### src/source/decoder_settings.svh
`ifndef DECODER_SETTINGS_SVH
`define DECODER_SETTINGS_SVH

// datapath widths
`define WORD_WIDTH      32
`define PC_WIDTH        32
`define GPR_ADDR_WIDTH  5

// instruction field slices, fixed by the ISA
`define FIELD_OPCODE    6:0
`define FIELD_RD        11:7
`define FIELD_FUNCT3    14:12
`define FIELD_RS1       19:15
`define FIELD_RS2       24:20
`define FIELD_FUNCT7    31:25
// sign bit of every immediate
`define INSN_MSB        31

// major opcodes
`define OPC_OP_IMM      7'b0010011
`define OPC_OP          7'b0110011
`define OPC_LUI         7'b0110111
`define OPC_AUIPC       7'b0010111
`define OPC_JAL         7'b1101111
`define OPC_JALR        7'b1100111
`define OPC_BRANCH      7'b1100011
`define OPC_LOAD        7'b0000011
`define OPC_STORE       7'b0100011
`define OPC_SYSTEM      7'b1110011

// whole-word system instructions
`define EBREAK_INSN     32'h0010_0073
`define ECALL_INSN      32'h0000_0073
`define MRET_INSN       32'h3020_0073

// funct7 groups of OP, also the upper imm of shift-right
`define FUNCT7_BASE     7'b0000000
`define FUNCT7_ALT      7'b0100000
`define FUNCT7_MULDIV   7'b0000001

`endif

### src/source/decoder_pkg.sv
`include "decoder_settings.svh"

package decoder_pkg;

    // plain vectors with a meaning
    typedef logic [`WORD_WIDTH-1:0]     word_t;
    typedef logic [`PC_WIDTH-1:0]       pc_t;
    typedef logic [`GPR_ADDR_WIDTH-1:0] gpr_addr_t;

    // opcode class, NONE while fetch is not valid
    typedef enum logic [3:0] {
        CLS_NONE, CLS_OP_IMM, CLS_OP, CLS_LUI, CLS_AUIPC, CLS_JAL,
        CLS_JALR, CLS_BRANCH, CLS_LOAD, CLS_STORE, CLS_SYSTEM, CLS_UNKNOWN
    } insn_class_e;

    // alu operation for the issue queue
    typedef enum logic [4:0] {
        ALU_NOP,
        // immediate forms
        ALU_ADDI, ALU_SLTI, ALU_SLTIU, ALU_XORI, ALU_ORI, ALU_ANDI,
        ALU_SLLI, ALU_SRLI, ALU_SRAI,
        // upper immediates
        ALU_LUI, ALU_AUIPC,
        // register forms
        ALU_ADD, ALU_SUB, ALU_SLL, ALU_SLT, ALU_SLTU, ALU_XOR,
        ALU_SRL, ALU_SRA, ALU_OR, ALU_AND,
        // M extension
        ALU_MUL, ALU_MULH, ALU_MULHSU, ALU_MULHU,
        ALU_DIV, ALU_DIVU, ALU_REM, ALU_REMU
    } alu_op_e;

    typedef enum logic [3:0] {
        MEM_NOP, MEM_LW, MEM_LH, MEM_LHU, MEM_LB, MEM_LBU, MEM_SW, MEM_SH, MEM_SB
    } mem_op_e;

    typedef enum logic [3:0] {
        BR_NOP, BR_JAL, BR_JALR, BR_BEQ, BR_BNE, BR_BLT, BR_BLTU, BR_BGE, BR_BGEU
    } br_op_e;

    typedef enum logic [1:0] {
        EXP_NO_EXP, EXP_UNDEF_INSN
    } exp_code_e;

    // fields for the reorder buffer
    typedef struct packed {
        gpr_addr_t rs1_addr;
        gpr_addr_t rs2_addr;
        gpr_addr_t dst_addr;
        logic      dst_wen;
        word_t     imm;
    } operand_s;

    // early jump resolution, rs1_addr goes back to the rename table
    typedef struct packed {
        logic      taken;
        pc_t       addr;
        gpr_addr_t rs1_addr;
        logic      stall;
    } jump_s;

    // strobes for cpu control
    typedef struct packed {
        logic ebreak;
        logic ecall;
        logic mret;
    } sys_evt_s;

endpackage

### src/source/insn_classify.sv
`timescale 1ns/100ps
`include "decoder_settings.svh"

module insn_classify import decoder_pkg::*; (
    input  logic        if_en,
    input  word_t       if_insn,
    output insn_class_e insn_class,
    output mem_op_e     mem_op
);

    logic [2:0] funct3;

    assign funct3 = if_insn[`FIELD_FUNCT3];

    // one class per opcode, NONE gates everything downstream
    always_comb begin
        if (!if_en) begin
            insn_class = CLS_NONE;
        end else begin
            case (if_insn[`FIELD_OPCODE])
                `OPC_OP_IMM: insn_class = CLS_OP_IMM;
                `OPC_OP:     insn_class = CLS_OP;
                `OPC_LUI:    insn_class = CLS_LUI;
                `OPC_AUIPC:  insn_class = CLS_AUIPC;
                `OPC_JAL:    insn_class = CLS_JAL;
                `OPC_JALR:   insn_class = CLS_JALR;
                `OPC_BRANCH: insn_class = CLS_BRANCH;
                `OPC_LOAD:   insn_class = CLS_LOAD;
                `OPC_STORE:  insn_class = CLS_STORE;
                `OPC_SYSTEM: insn_class = CLS_SYSTEM;
                default:     insn_class = CLS_UNKNOWN;
            endcase
        end
    end

    // width and signedness of memory accesses
    always_comb begin
        mem_op = MEM_NOP;
        if (insn_class == CLS_LOAD) begin
            case (funct3)
                3'b000:  mem_op = MEM_LB;
                3'b001:  mem_op = MEM_LH;
                3'b010:  mem_op = MEM_LW;
                3'b100:  mem_op = MEM_LBU;
                3'b101:  mem_op = MEM_LHU;
                default: mem_op = MEM_NOP;
            endcase
        end else if (insn_class == CLS_STORE) begin
            // stores have no unsigned forms
            case (funct3)
                3'b000:  mem_op = MEM_SB;
                3'b001:  mem_op = MEM_SH;
                3'b010:  mem_op = MEM_SW;
                default: mem_op = MEM_NOP;
            endcase
        end
    end

endmodule

### src/source/operand_extract.sv
`timescale 1ns/100ps
`include "decoder_settings.svh"

module operand_extract import decoder_pkg::*; (
    input  insn_class_e insn_class,
    input  word_t       if_insn,
    output operand_s    operand
);

    word_t imm_i;
    word_t imm_u;
    word_t imm_j;
    word_t imm_b;
    word_t imm_s;
    logic  sys_csr;

    // immediates of every format, all sign-extended from bit 31
    assign imm_i = {{20{if_insn[`INSN_MSB]}}, if_insn[31:20]};
    assign imm_u = {if_insn[31:12], 12'b0};
    // j-type scrambles imm[20|10:1|11|19:12]
    assign imm_j = {{12{if_insn[`INSN_MSB]}}, if_insn[19:12], if_insn[20],
                    if_insn[30:21], 1'b0};
    // b-type scrambles imm[12|10:5] and imm[4:1|11]
    assign imm_b = {{20{if_insn[`INSN_MSB]}}, if_insn[7], if_insn[30:25],
                    if_insn[11:8], 1'b0};
    assign imm_s = {{20{if_insn[`INSN_MSB]}}, if_insn[31:25], if_insn[11:7]};

    // csr forms have nonzero funct3, ecall/ebreak/mret do not
    assign sys_csr = (if_insn[`FIELD_FUNCT3] != 3'b000);

    always_comb begin
        operand = '0;
        case (insn_class)
            CLS_OP_IMM, CLS_JALR, CLS_LOAD: begin
                operand.rs1_addr = if_insn[`FIELD_RS1];
                operand.dst_addr = if_insn[`FIELD_RD];
                operand.dst_wen  = 1'b1;
                operand.imm      = imm_i;
            end
            CLS_LUI, CLS_AUIPC: begin
                operand.dst_addr = if_insn[`FIELD_RD];
                operand.dst_wen  = 1'b1;
                operand.imm      = imm_u;
            end
            CLS_OP: begin
                // register-register, no immediate
                operand.rs1_addr = if_insn[`FIELD_RS1];
                operand.rs2_addr = if_insn[`FIELD_RS2];
                operand.dst_addr = if_insn[`FIELD_RD];
                operand.dst_wen  = 1'b1;
            end
            CLS_JAL: begin
                operand.dst_addr = if_insn[`FIELD_RD];
                operand.dst_wen  = 1'b1;
                operand.imm      = imm_j;
            end
            CLS_BRANCH: begin
                operand.rs1_addr = if_insn[`FIELD_RS1];
                operand.rs2_addr = if_insn[`FIELD_RS2];
                operand.imm      = imm_b;
            end
            CLS_STORE: begin
                operand.rs1_addr = if_insn[`FIELD_RS1];
                operand.rs2_addr = if_insn[`FIELD_RS2];
                operand.imm      = imm_s;
            end
            CLS_SYSTEM: begin
                // imm carries the csr address
                if (sys_csr) begin
                    operand.rs1_addr = if_insn[`FIELD_RS1];
                    operand.dst_addr = if_insn[`FIELD_RD];
                    operand.dst_wen  = 1'b1;
                    operand.imm      = imm_i;
                end
            end
            // NONE and UNKNOWN stay zero
            default: operand = '0;
        endcase
    end

endmodule

### src/source/alu_op_decode.sv
`timescale 1ns/100ps
`include "decoder_settings.svh"

module alu_op_decode import decoder_pkg::*; (
    input  insn_class_e insn_class,
    input  word_t       if_insn,
    output alu_op_e     alu_op
);

    logic [2:0] funct3;
    logic [6:0] funct7;

    assign funct3 = if_insn[`FIELD_FUNCT3];
    // for OP_IMM shifts this is imm[11:5]
    assign funct7 = if_insn[`FIELD_FUNCT7];

    always_comb begin
        alu_op = ALU_NOP;
        case (insn_class)
            CLS_OP_IMM: begin
                case (funct3)
                    3'b000: alu_op = ALU_ADDI;
                    3'b001: alu_op = ALU_SLLI;
                    3'b010: alu_op = ALU_SLTI;
                    3'b011: alu_op = ALU_SLTIU;
                    3'b100: alu_op = ALU_XORI;
                    3'b101: begin
                        // logical vs arithmetic by imm[11:5]
                        if (funct7 == `FUNCT7_BASE) begin
                            alu_op = ALU_SRLI;
                        end else if (funct7 == `FUNCT7_ALT) begin
                            alu_op = ALU_SRAI;
                        end
                    end
                    3'b110: alu_op = ALU_ORI;
                    default: alu_op = ALU_ANDI;
                endcase
            end
            CLS_OP: begin
                if (funct7 == `FUNCT7_BASE) begin
                    case (funct3)
                        3'b000: alu_op = ALU_ADD;
                        3'b001: alu_op = ALU_SLL;
                        3'b010: alu_op = ALU_SLT;
                        3'b011: alu_op = ALU_SLTU;
                        3'b100: alu_op = ALU_XOR;
                        3'b101: alu_op = ALU_SRL;
                        3'b110: alu_op = ALU_OR;
                        default: alu_op = ALU_AND;
                    endcase
                end else if (funct7 == `FUNCT7_ALT) begin
                    // only sub and sra live here
                    case (funct3)
                        3'b000:  alu_op = ALU_SUB;
                        3'b101:  alu_op = ALU_SRA;
                        default: alu_op = ALU_NOP;
                    endcase
                end else if (funct7 == `FUNCT7_MULDIV) begin
                    case (funct3)
                        3'b000: alu_op = ALU_MUL;
                        3'b001: alu_op = ALU_MULH;
                        3'b010: alu_op = ALU_MULHSU;
                        3'b011: alu_op = ALU_MULHU;
                        3'b100: alu_op = ALU_DIV;
                        3'b101: alu_op = ALU_DIVU;
                        3'b110: alu_op = ALU_REM;
                        default: alu_op = ALU_REMU;
                    endcase
                end
            end
            CLS_LUI:   alu_op = ALU_LUI;
            CLS_AUIPC: alu_op = ALU_AUIPC;
            // branches, memory and system use other units
            default:   alu_op = ALU_NOP;
        endcase
    end

endmodule

### src/source/ctrl_transfer_decode.sv
`timescale 1ns/100ps
`include "decoder_settings.svh"

module ctrl_transfer_decode import decoder_pkg::*; (
    input  insn_class_e insn_class,
    input  word_t       if_insn,
    input  pc_t         if_pc,
    input  gpr_addr_t   rs1_addr,
    input  word_t       imm,
    input  logic        jp_rs1_rat_valid,
    input  word_t       jp_rs1_data,
    output br_op_e      br_op,
    output jump_s       jump
);

    logic rs1_zero;

    assign rs1_zero = (rs1_addr == '0);

    // compare kind for the branch unit
    always_comb begin
        case (insn_class)
            CLS_JAL:  br_op = BR_JAL;
            CLS_JALR: br_op = BR_JALR;
            CLS_BRANCH: begin
                case (if_insn[`FIELD_FUNCT3])
                    3'b000:  br_op = BR_BEQ;
                    3'b001:  br_op = BR_BNE;
                    3'b100:  br_op = BR_BLT;
                    3'b101:  br_op = BR_BGE;
                    3'b110:  br_op = BR_BLTU;
                    3'b111:  br_op = BR_BGEU;
                    default: br_op = BR_NOP;
                endcase
            end
            default:  br_op = BR_NOP;
        endcase
    end

    // jal and jalr resolved here, no wait on the branch unit
    always_comb begin
        jump = '0;
        if (insn_class == CLS_JAL) begin
            jump.taken = 1'b1;
            jump.addr  = if_pc + imm;
        end else if (insn_class == CLS_JALR) begin
            // rename table looks up this register
            jump.rs1_addr = rs1_addr;
            if (rs1_zero) begin
                // x0 base, target is the offset alone
                jump.taken = 1'b1;
                jump.addr  = imm;
            end else if (!jp_rs1_rat_valid) begin
                jump.taken = 1'b1;
                jump.addr  = jp_rs1_data + imm;
            end else begin
                // rs1 still in flight, hold fetch
                jump.stall = 1'b1;
            end
        end
    end

endmodule

### src/source/exception_check.sv
`timescale 1ns/100ps
`include "decoder_settings.svh"

module exception_check import decoder_pkg::*; (
    input  insn_class_e insn_class,
    input  word_t       if_insn,
    input  alu_op_e     alu_op,
    output sys_evt_s    sys_evt,
    output exp_code_e   exp_code
);

    logic valid;
    logic arith;

    // NONE means fetch not valid
    assign valid = (insn_class != CLS_NONE);
    assign arith = (insn_class == CLS_OP_IMM) || (insn_class == CLS_OP);

    // whole-word compares, any other system form is a csr access
    assign sys_evt.ebreak = valid && (if_insn == `EBREAK_INSN);
    assign sys_evt.ecall  = valid && (if_insn == `ECALL_INSN);
    assign sys_evt.mret   = valid && (if_insn == `MRET_INSN);

    // arithmetic that found no alu op has a bad funct field
    always_comb begin
        if (insn_class == CLS_UNKNOWN) begin
            exp_code = EXP_UNDEF_INSN;
        end else if (arith && (alu_op == ALU_NOP)) begin
            exp_code = EXP_UNDEF_INSN;
        end else begin
            exp_code = EXP_NO_EXP;
        end
    end

endmodule

### src/source/decoder_top.sv
`timescale 1ns/100ps

module decoder_top import decoder_pkg::*; (
    // fetch side
    input  logic      if_en,
    input  pc_t       if_pc,
    input  word_t     if_insn,
    // jalr base from rename table and register file
    input  logic      jp_rs1_rat_valid,
    input  word_t     jp_rs1_data,
    // to reorder buffer
    output operand_s  operand,
    // to issue queue
    output alu_op_e   alu_op,
    output mem_op_e   mem_op,
    output br_op_e    br_op,
    // to fetch and rename table
    output jump_s     jump,
    // to cpu control
    output sys_evt_s  sys_evt,
    output exp_code_e exp_code
);

    insn_class_e insn_class;

    insn_classify u_classify (
        .if_en      (if_en),
        .if_insn    (if_insn),
        .insn_class (insn_class),
        .mem_op     (mem_op)
    );

    operand_extract u_operand (
        .insn_class (insn_class),
        .if_insn    (if_insn),
        .operand    (operand)
    );

    alu_op_decode u_alu_op (
        .insn_class (insn_class),
        .if_insn    (if_insn),
        .alu_op     (alu_op)
    );

    // jalr base and offset come from the operand fields
    ctrl_transfer_decode u_ctrl_transfer (
        .insn_class       (insn_class),
        .if_insn          (if_insn),
        .if_pc            (if_pc),
        .rs1_addr         (operand.rs1_addr),
        .imm              (operand.imm),
        .jp_rs1_rat_valid (jp_rs1_rat_valid),
        .jp_rs1_data      (jp_rs1_data),
        .br_op            (br_op),
        .jump             (jump)
    );

    exception_check u_exception (
        .insn_class (insn_class),
        .if_insn    (if_insn),
        .alu_op     (alu_op),
        .sys_evt    (sys_evt),
        .exp_code   (exp_code)
    );

endmodule

### config.mk
export PLATFORM = sky130hd
export DESIGN_NAME = decoder_top
export DESIGN_NICKNAME = d
export VERILOG_FILES = /design/src/source/decoder_pkg.sv /design/src/source/insn_classify.sv /design/src/source/operand_extract.sv /design/src/source/alu_op_decode.sv /design/src/source/ctrl_transfer_decode.sv /design/src/source/exception_check.sv /design/src/source/decoder_top.sv
export VERILOG_INCLUDE_DIRS = /design/src /design/src/source
export SDC_FILE = /design/constraint.sdc
export NUM_CORES = 1
export LEC_CHECK = 0
export BUFFER_PORTS_ARGS = -buffer_cell sky130_fd_sc_hd__buf_2
export CAP_MARGIN = 20
export CORE_MARGIN = 10
export CORE_UTILIZATION = 45
export DETAILED_ROUTE_END_ITERATION = 6
export PLACE_DENSITY = 0.78
export SLEW_MARGIN = 20
export SYNTH_ARGS = -nofsm -noshare
export SYNTH_HDL_FRONTEND = slang
export SYNTH_SLANG_ARGS = --single-unit
### constraint.sdc
create_clock -name vclk -period 18.7
set_clock_uncertainty 0.2 [all_clocks]
set_input_delay 5.61 -clock vclk [all_inputs]
set_output_delay 5.61 -clock vclk [all_outputs]
set_load 0.005 [all_outputs]
* Word level (Yosys, flattened, before mapping) *
Index checks and enable logic that the tools add are counted.

word-level totals
  output and inout bits = 105
  input bits = 98
  register bits after elaboration = 0
  word-level logic and storage cells = 84

operators by class
  reductions and logical operators = 16
  $add $sub $neg = 2
  multiplexer cells = 33
  equal/unequal tests = 33

operator list
  operator              number
  $pmux 32 s6           1
  $mux 33               3
  $pmux 5 s7            2
  $add 32x32->32        2
  $pmux 4 s10           1
  $mux 39               1
  $mux 38               1
  $eq 32x21->1 const B  1
  $eq 32x30->1 const B  1
  $eq 32x7->1 const B   1
  $mux 5                6
  $eq 7x6->1 const B    4
  $eq 7x7->1 const B    4
  $pmux 4 s7            1
  $pmux 4 s3            2
  $pmux 4 s6            1
  $pmux 5 s2            2
  $pmux 5 s4            1
  $eq 4x3->1 const B    4
  $eq 4x4->1 const B    4
  $mux 4                4
  $pmux 3 s5            1
  $eq 7x5->1 const B    2
  $eq 3x3->1 const B    4
  21 further kinds      30

* Longest topological paths before layout *
Gate-level depths: netlist of the first run.

  depth after elaboration = 11
  mapped depth = 24

* Modules after synthesis *
A second synthesis of the first run with hierarchy kept.

second synthesis, totals
  cell total of the unflattened synthesis = 793
  area total of the unflattened synthesis = 5487.8 um^2

modules (own cells, without submodules)
  module                times used  area each (um^2)  cells an instance
  ctrl_transfer_decode  1           3791.1            550
  operand_extract       1           865.8             117
  alu_op_decode         1           366.6             56
  insn_classify         1           284.0             44
  exception_check       1           180.2             26

* Worst setup path before layout of the first run *
No wires, ideal clock.

  path type = input to output
  from = in if_insn[2]
  to = out jump[35] (netlist name)
  path slack = 2.957 ns
  stages = 23
  arrival = 9.933 ns
  required time = 12.890 ns
  path through = buf_4 > clkbuf_1 > nor4_1 > a211oi_2 > nand2b_1 > nand3_1 > or2_2 > clkbuf_1 > a21oi_1 > a21o_1 > ha_1 > clkbuf_1 > a21o_1 > a21oi_1 > nor2b_1 > o21a_1 > o21a_1 > o21a_1 > o21ai_0 > o2111ai_1 > a311oi_1 > xor2_1 > o211ai_1

RTL lines
  what                RTL line           source
  start: declaration  decoder_top.sv:7   input word_t if_insn,
  end: declaration    decoder_top.sv:18  output jump_s jump,

==> flow_summary_export.csv, run 1 <==
group,metric,value,unit
synth,mappedNetlistArea,6130,um2
routing,drt-vias-per-instance,6.51,
critical_path,crit_type,"primary input to output pin",
global_routing,grt_usage,0.264,
timing,worstMarginPinSlew,0.759,ns
timing,tns,0,ns
timing,finalCriticalPeriod,16.91,ns
routing,drc_errors,0,
routing,wire_per_inst,20.6,um
critical_path,cp_cell_sequence,"buf_2, and3b_1, nor4_1, nand2b_1, nand2_1, nor3_1, nor2b_1, a21oi_1, a21o_1, ha_1, a21o_1, a21oi_1, nor2b_1, o21a_1, o21a_1, o21a_1, o21ai_0, o2111ai_1, a311oi_1, xor2_1, o211ai_1, buf_2",
hold_path,min_to,"sys_evt[1]",
global_routing,grt_antenna_before_repair,1,
finish,fin_area,7200,um2
global_routing,grt_max_degree,31,
clocking,post_cts_resized,0,
global_routing,gr-total-overflow,0,
finish,syn_to_final_growth,17.5,%
synth,ys_types,81,
critical_path,cp-end-kind,"output pin",
finish,seq_cells,0,
place,dpl.hpwl,22100,um
critical_path,worstPathArrival,11.10,ns
power,p_leak,3.75,nW
timing,holdWs,11.35,ns
synth,syn_avg_cell_area,6.43,um2
finish,nets,1265,
power,ir_drop,0.00000848,V
global_routing,grt_pass1_vias,7893,
critical_path,crit_path_max_fanout,19,
hold_path,hold_depth,3,
floorplanning,row_count,42,
critical_path,cpMostUsedCell,"o21a_1",
timing,setup_violations,0,
routing,drtAntennaViolNets,0,
synth,syn_nets,1107,
clocking,postCtsSetupRepairBufs,0,
global_routing,grt_pass1_wl,40900,um
critical_path,cp_top_family,"compound AO/OA/AOI/OAI gates",
timing,finalHoldViolations,0,
floorplanning,die_y,137,um
synth,seq_area_frac_synth,0,
timing,relSlewSlack,0.487,
critical_path,max_stage_delay,0.64,ns
routing,routed_wl,26600,um
finish,n_clock_buffer,0,
floorplanning,die_x,137,um
routing,first_pass_iters,6,
synth,ys_warn_count,0,
hold_path,hp-start,"if_insn[20]",
critical_path,critPathSlowestCell,"nor3_1",
clocking,hold_buffers,0,
critical_path,critPathBufInv,2,
flow_run,drv_cap,0,
timing,fmax,0.0591,GHz
floorplanning,io_pins,203,
finish,drive_gt1_frac,0.207,
finish,seq_area,0,um2
place,place_area,7190,um2
power,power_density,15.2,nW/um2
critical_path,cp.required,12.89,ns
timing,fin_crit_sh,0.904,
routing,initialDrtViolationCount,839,
run_status,outcome,"completed",
place,finalWeightedCongestion,0.976,
timing,rsz0062_at_grt,"no",
place,portBuffers,202,
finish,post-route-util,0.541,
floorplanning,start_util,0.461,
hold_path,min_path_type,"primary input to output pin",
floorplanning,die_area,18700,um2
critical_path,cp-start-kind,"primary input",
timing,drv_slew,0,
critical_path,worstSetupStartpoint,"if_insn[2]",
floorplanning,fp.coreArea,13300,um2
routing,vias,8372,
synth,syn_inst,953,
-- through the flow --
stage          cells   power, W  setup slack (ns)
2_1_floorplan    953  0.0000708              2.96
3_3_place_gp    1285   0.000105              2.12
6_report        1287   0.000109              1.79
4_1_cts         1285   0.000107              1.93
3_5_place_dp    1285   0.000106              1.95
5_1_grt         1286   0.000119              1.51
-- how the worst max path moves through the flow --
| stage | cells after the start | end |
|---|---|---|
| 6_report | 22 | jump[35] |
| 4_1_cts | 22 | jump[35] |
| 2_1_floorplan | 23 | jump[35] |
| 3_3_place_gp | 22 | jump[35] |
| 5_1_grt | 23 | jump[37] |
| 3_5_place_dp | 22 | jump[35] |
-- where the power goes --
part | internal (W) | switching [W] | total [W]
registers | 0 | 0 | 0
clock network | 0.0000000000143 | 0 | 0.0000000000143
logic | 0.0000412 | 0.0000681 | 0.000109
-- layout by cell type, fill, tap and decap left out, types with 7 or more instances in the layout --
master    synthesis  final
nand2b_1         14     14
nor2b_1          29     29
nor3_1           23     23
o221ai_1         10     10
inv_1            33     33
xor2_1           24     24
xnor2_1          35     35
o211ai_1         13     13
a21o_1           47     47
and3_1           26     26
a21oi_1          68     68
nor2_1           71     71
nand4_1          14     14
nand2_1         100    100
nand3_1          36     36
o31ai_1          10     10
maj3_1            7      7
mux2i_1           9      9
and2_1           10     10
o22ai_1          18     18
o21ai_0          56     56
a31oi_1          21     21
o21a_1           17     17
a22oi_1           7      7
ha_1             56     56
buf_2             1    202
or3_1             7      7
nor4_1           16     16
-- cell usage after synthesis (all sizes together) (16+ instances only) --
cell type | number | area (um2)
a21o | 47 | 353
xor2 | 24 | 210
o22ai | 18 | 113
o21a | 17 | 128
a31oi | 22 | 153
xnor2 | 35 | 307
a21oi | 68 | 340
nand3 | 36 | 180
nor2b | 29 | 181
nor4 | 16 | 100
nor3 | 24 | 125
ha | 56 | 701
nand2 | 100 | 375
and3 | 26 | 163
inv | 38 | 143
clkbuf | 43 | 161
nor2 | 71 | 267
o21ai | 61 | 305
-- area by class of cell --
class,instances,area (um2)
fill,1368,6100
multi-input combinational,865,5790
antenna,2,5.00
tap,176,220
timing repair buffer,206,1040
inverter,38,143
-- routing by layer --
metal  share of wire  track usage  routed length [um]
met4           0.038        0.102                1020
met5               0            0                   0
met1            0.39        0.322               10400
met2            0.45        0.447               12000
met3            0.12       0.0499                3130
-- kinds of logic (layout without fill, tap and decap cells) --
logic type,Yosys count,in the layout,share of synthesized area
simple gates,380,380,0.317
compound gates,352,352,0.400
buf+inv,88,244,0.0553
fa+ha+maj,64,64,0.128
xor+xnor,59,59,0.0843
mux,9,9,0.0147
other cells,1,3,0.000612
No activity file was read; power rests on OpenSTA's default activity.
==> run 2: changes to the inputs <==
--- a/config.mk
+++ b/config.mk
@@ -9,9 +9,9 @@
 export BUFFER_PORTS_ARGS = -buffer_cell sky130_fd_sc_hd__buf_2
 export CAP_MARGIN = 20
 export CORE_MARGIN = 10
-export CORE_UTILIZATION = 45
+export CORE_UTILIZATION = 46
 export DETAILED_ROUTE_END_ITERATION = 6
-export PLACE_DENSITY = 0.78
+export PLACE_DENSITY = 0.8
 export SLEW_MARGIN = 20
 export SYNTH_ARGS = -nofsm -noshare
 export SYNTH_HDL_FRONTEND = slang
==> run 2 against run 1 <==
  * Critical path depth increased by 1
  * First-iteration DRC count decreased by 14%
  * Global-route usage is 0.58 points higher
  * Non-clock buffer count did not move
  * Critical path type unchanged
  * Sequential share of layout area did not move
  * Die area decreased by 1.9%
  * Total power grew 0.12%
  * Sequential cell count did not move
  * Fmax increased by 0.55%
==> flow_summary_export.csv, run 2 (synthesis results as in run 1) <==
group,metric,value,unit
critical_path,worstSetupStartpoint,"if_insn[2]",
power,p_leak,3.75,nW
flow_run,drv_cap,0,
floorplanning,die_x,135,um
timing,relSlewSlack,0.418,
critical_path,cp.required,12.89,ns
routing,drt-vias-per-instance,6.46,
critical_path,max_stage_delay,0.60,ns
timing,tns,0,ns
critical_path,worstPathArrival,11.01,ns
timing,finalHoldViolations,0,
hold_path,hp-start,"if_insn[20]",
place,finalWeightedCongestion,0.974,
global_routing,grt_max_degree,30,
finish,seq_area,0,um2
timing,fmax,0.0595,GHz
power,power_density,15.2,nW/um2
floorplanning,die_area,18300,um2
critical_path,crit_type,"primary input to output pin",
critical_path,cp-start-kind,"primary input",
critical_path,cp_top_family,"compound AO/OA/AOI/OAI gates",
global_routing,grt_usage,0.270,
critical_path,crit_path_max_fanout,19,
run_status,outcome,"completed",
critical_path,cpMostUsedCell,"a21o_1",
finish,nets,1265,
critical_path,critPathBufInv,2,
global_routing,grt_pass1_wl,41400,um
floorplanning,fp.coreArea,13100,um2
finish,syn_to_final_growth,17.4,%
routing,met3_wirelength,2470,um
global_routing,grt_pass1_vias,8017,
finish,seq_cells,0,
timing,setup_violations,0,
routing,drc_errors,0,
floorplanning,start_util,0.466,
floorplanning,die_y,135,um
global_routing,grt_antenna_before_repair,1,
finish,final_common_cell,"buf_2",
timing,rsz0062_at_grt,"no",
routing,drt-met1-wl,10600,um
critical_path,critPathSlowestCell,"nor3_1",
timing,drv_slew,0,
finish,fin_area,7190,um2
timing,finalCriticalPeriod,16.82,ns
routing,drtAntennaViolNets,0,
critical_path,cp-end-kind,"output pin",
place,dpl.hpwl,22000,um
floorplanning,row_count,42,
clocking,post_cts_resized,0,
floorplanning,io_pins,203,
routing,vias,8309,
finish,drive_gt1_frac,0.207,
finish,layout_common_cells,"202 x buf_2, 100 x nand2_1, 71 x nor2_1",
finish,n_clock_buffer,0,
hold_path,min_path_type,"primary input to output pin",
place,portBuffers,202,
routing,routed_wl,26500,um
timing,fin_crit_sh,0.899,
clocking,hold_buffers,0,
place,place_area,7190,um2
timing,worstMarginPinSlew,0.861,ns
routing,wire_per_inst,20.6,um
routing,met2_length,12100,um
clocking,postCtsSetupRepairBufs,0,
global_routing,gr-total-overflow,0,
critical_path,cp_cell_sequence,"buf_2, and3b_1, nor4_1, nand2b_1, nand2_1, nor3_1, nor2b_1, a21oi_1, a21o_1, ha_1, a21o_1, a21o_1, a21o_1, a21oi_1, o21a_1, o21ai_0, a31o_2, and4_1, o21a_1, o21ai_0, xnor2_1, o22ai_1, buf_2",
power,ir_drop,0.00000891,V
finish,post-route-util,0.548,
routing,first_pass_iters,6,
routing,highest_layer,"met4",
routing,initialDrtViolationCount,719,
## run 2: layer usage
| metal | up-vias | global-route usage |
|---|---|---|
| li1 | 3946 | - |
| met4 | 0 | 0.124 |
| met1 | 3825 | 0.328 |
| met3 | 85 | 0.0445 |
| met5 | - | 0 |
| met2 | 453 | 0.454 |
## run 2: area by class of cell
| class | count | area (um2) |
|---|---|---|
| antenna | 1 | 2.50 |
| fill | 1380 | 5940 |
| inverter | 38 | 143 |
| multi-input combinational | 865 | 5790 |
| tap | 176 | 220 |
| timing repair buffer | 206 | 1040 |
## run 2: through the flow
| stage | setup slack, ns | hold WS [ns] | std cells | power [W] |
|---|---|---|---|---|
| 2_1_floorplan | 2.96 | 11.06 | 953 | 0.0000708 |
| 3_3_place_gp | 2.12 | 11.35 | 1285 | 0.000106 |
| 3_5_place_dp | 1.96 | 11.36 | 1285 | 0.000106 |
| 4_1_cts | 1.95 | 11.36 | 1285 | 0.000107 |
| 5_1_grt | 1.39 | 11.37 | 1286 | 0.000120 |
| 6_report | 1.88 | 11.36 | 1286 | 0.000109 |
## run 2: report_power, final
part	switching (W)	internal [W]	total [W]	leakage, nW
Combinational	0.0000682	0.0000413	0.000109	3.75
Sequential	0	0	0	0
Clock	0	0.00000000000717	0.00000000000718	0.00000634
Total	0.0000682	0.0000413	0.000109	3.75
## run 2: worst paths after layout
check	to	slack (ns)	depth (start not counted)
setup / recovery	jump[37]	1.88	23
hold / removal	sys_evt[1]	11.36	3
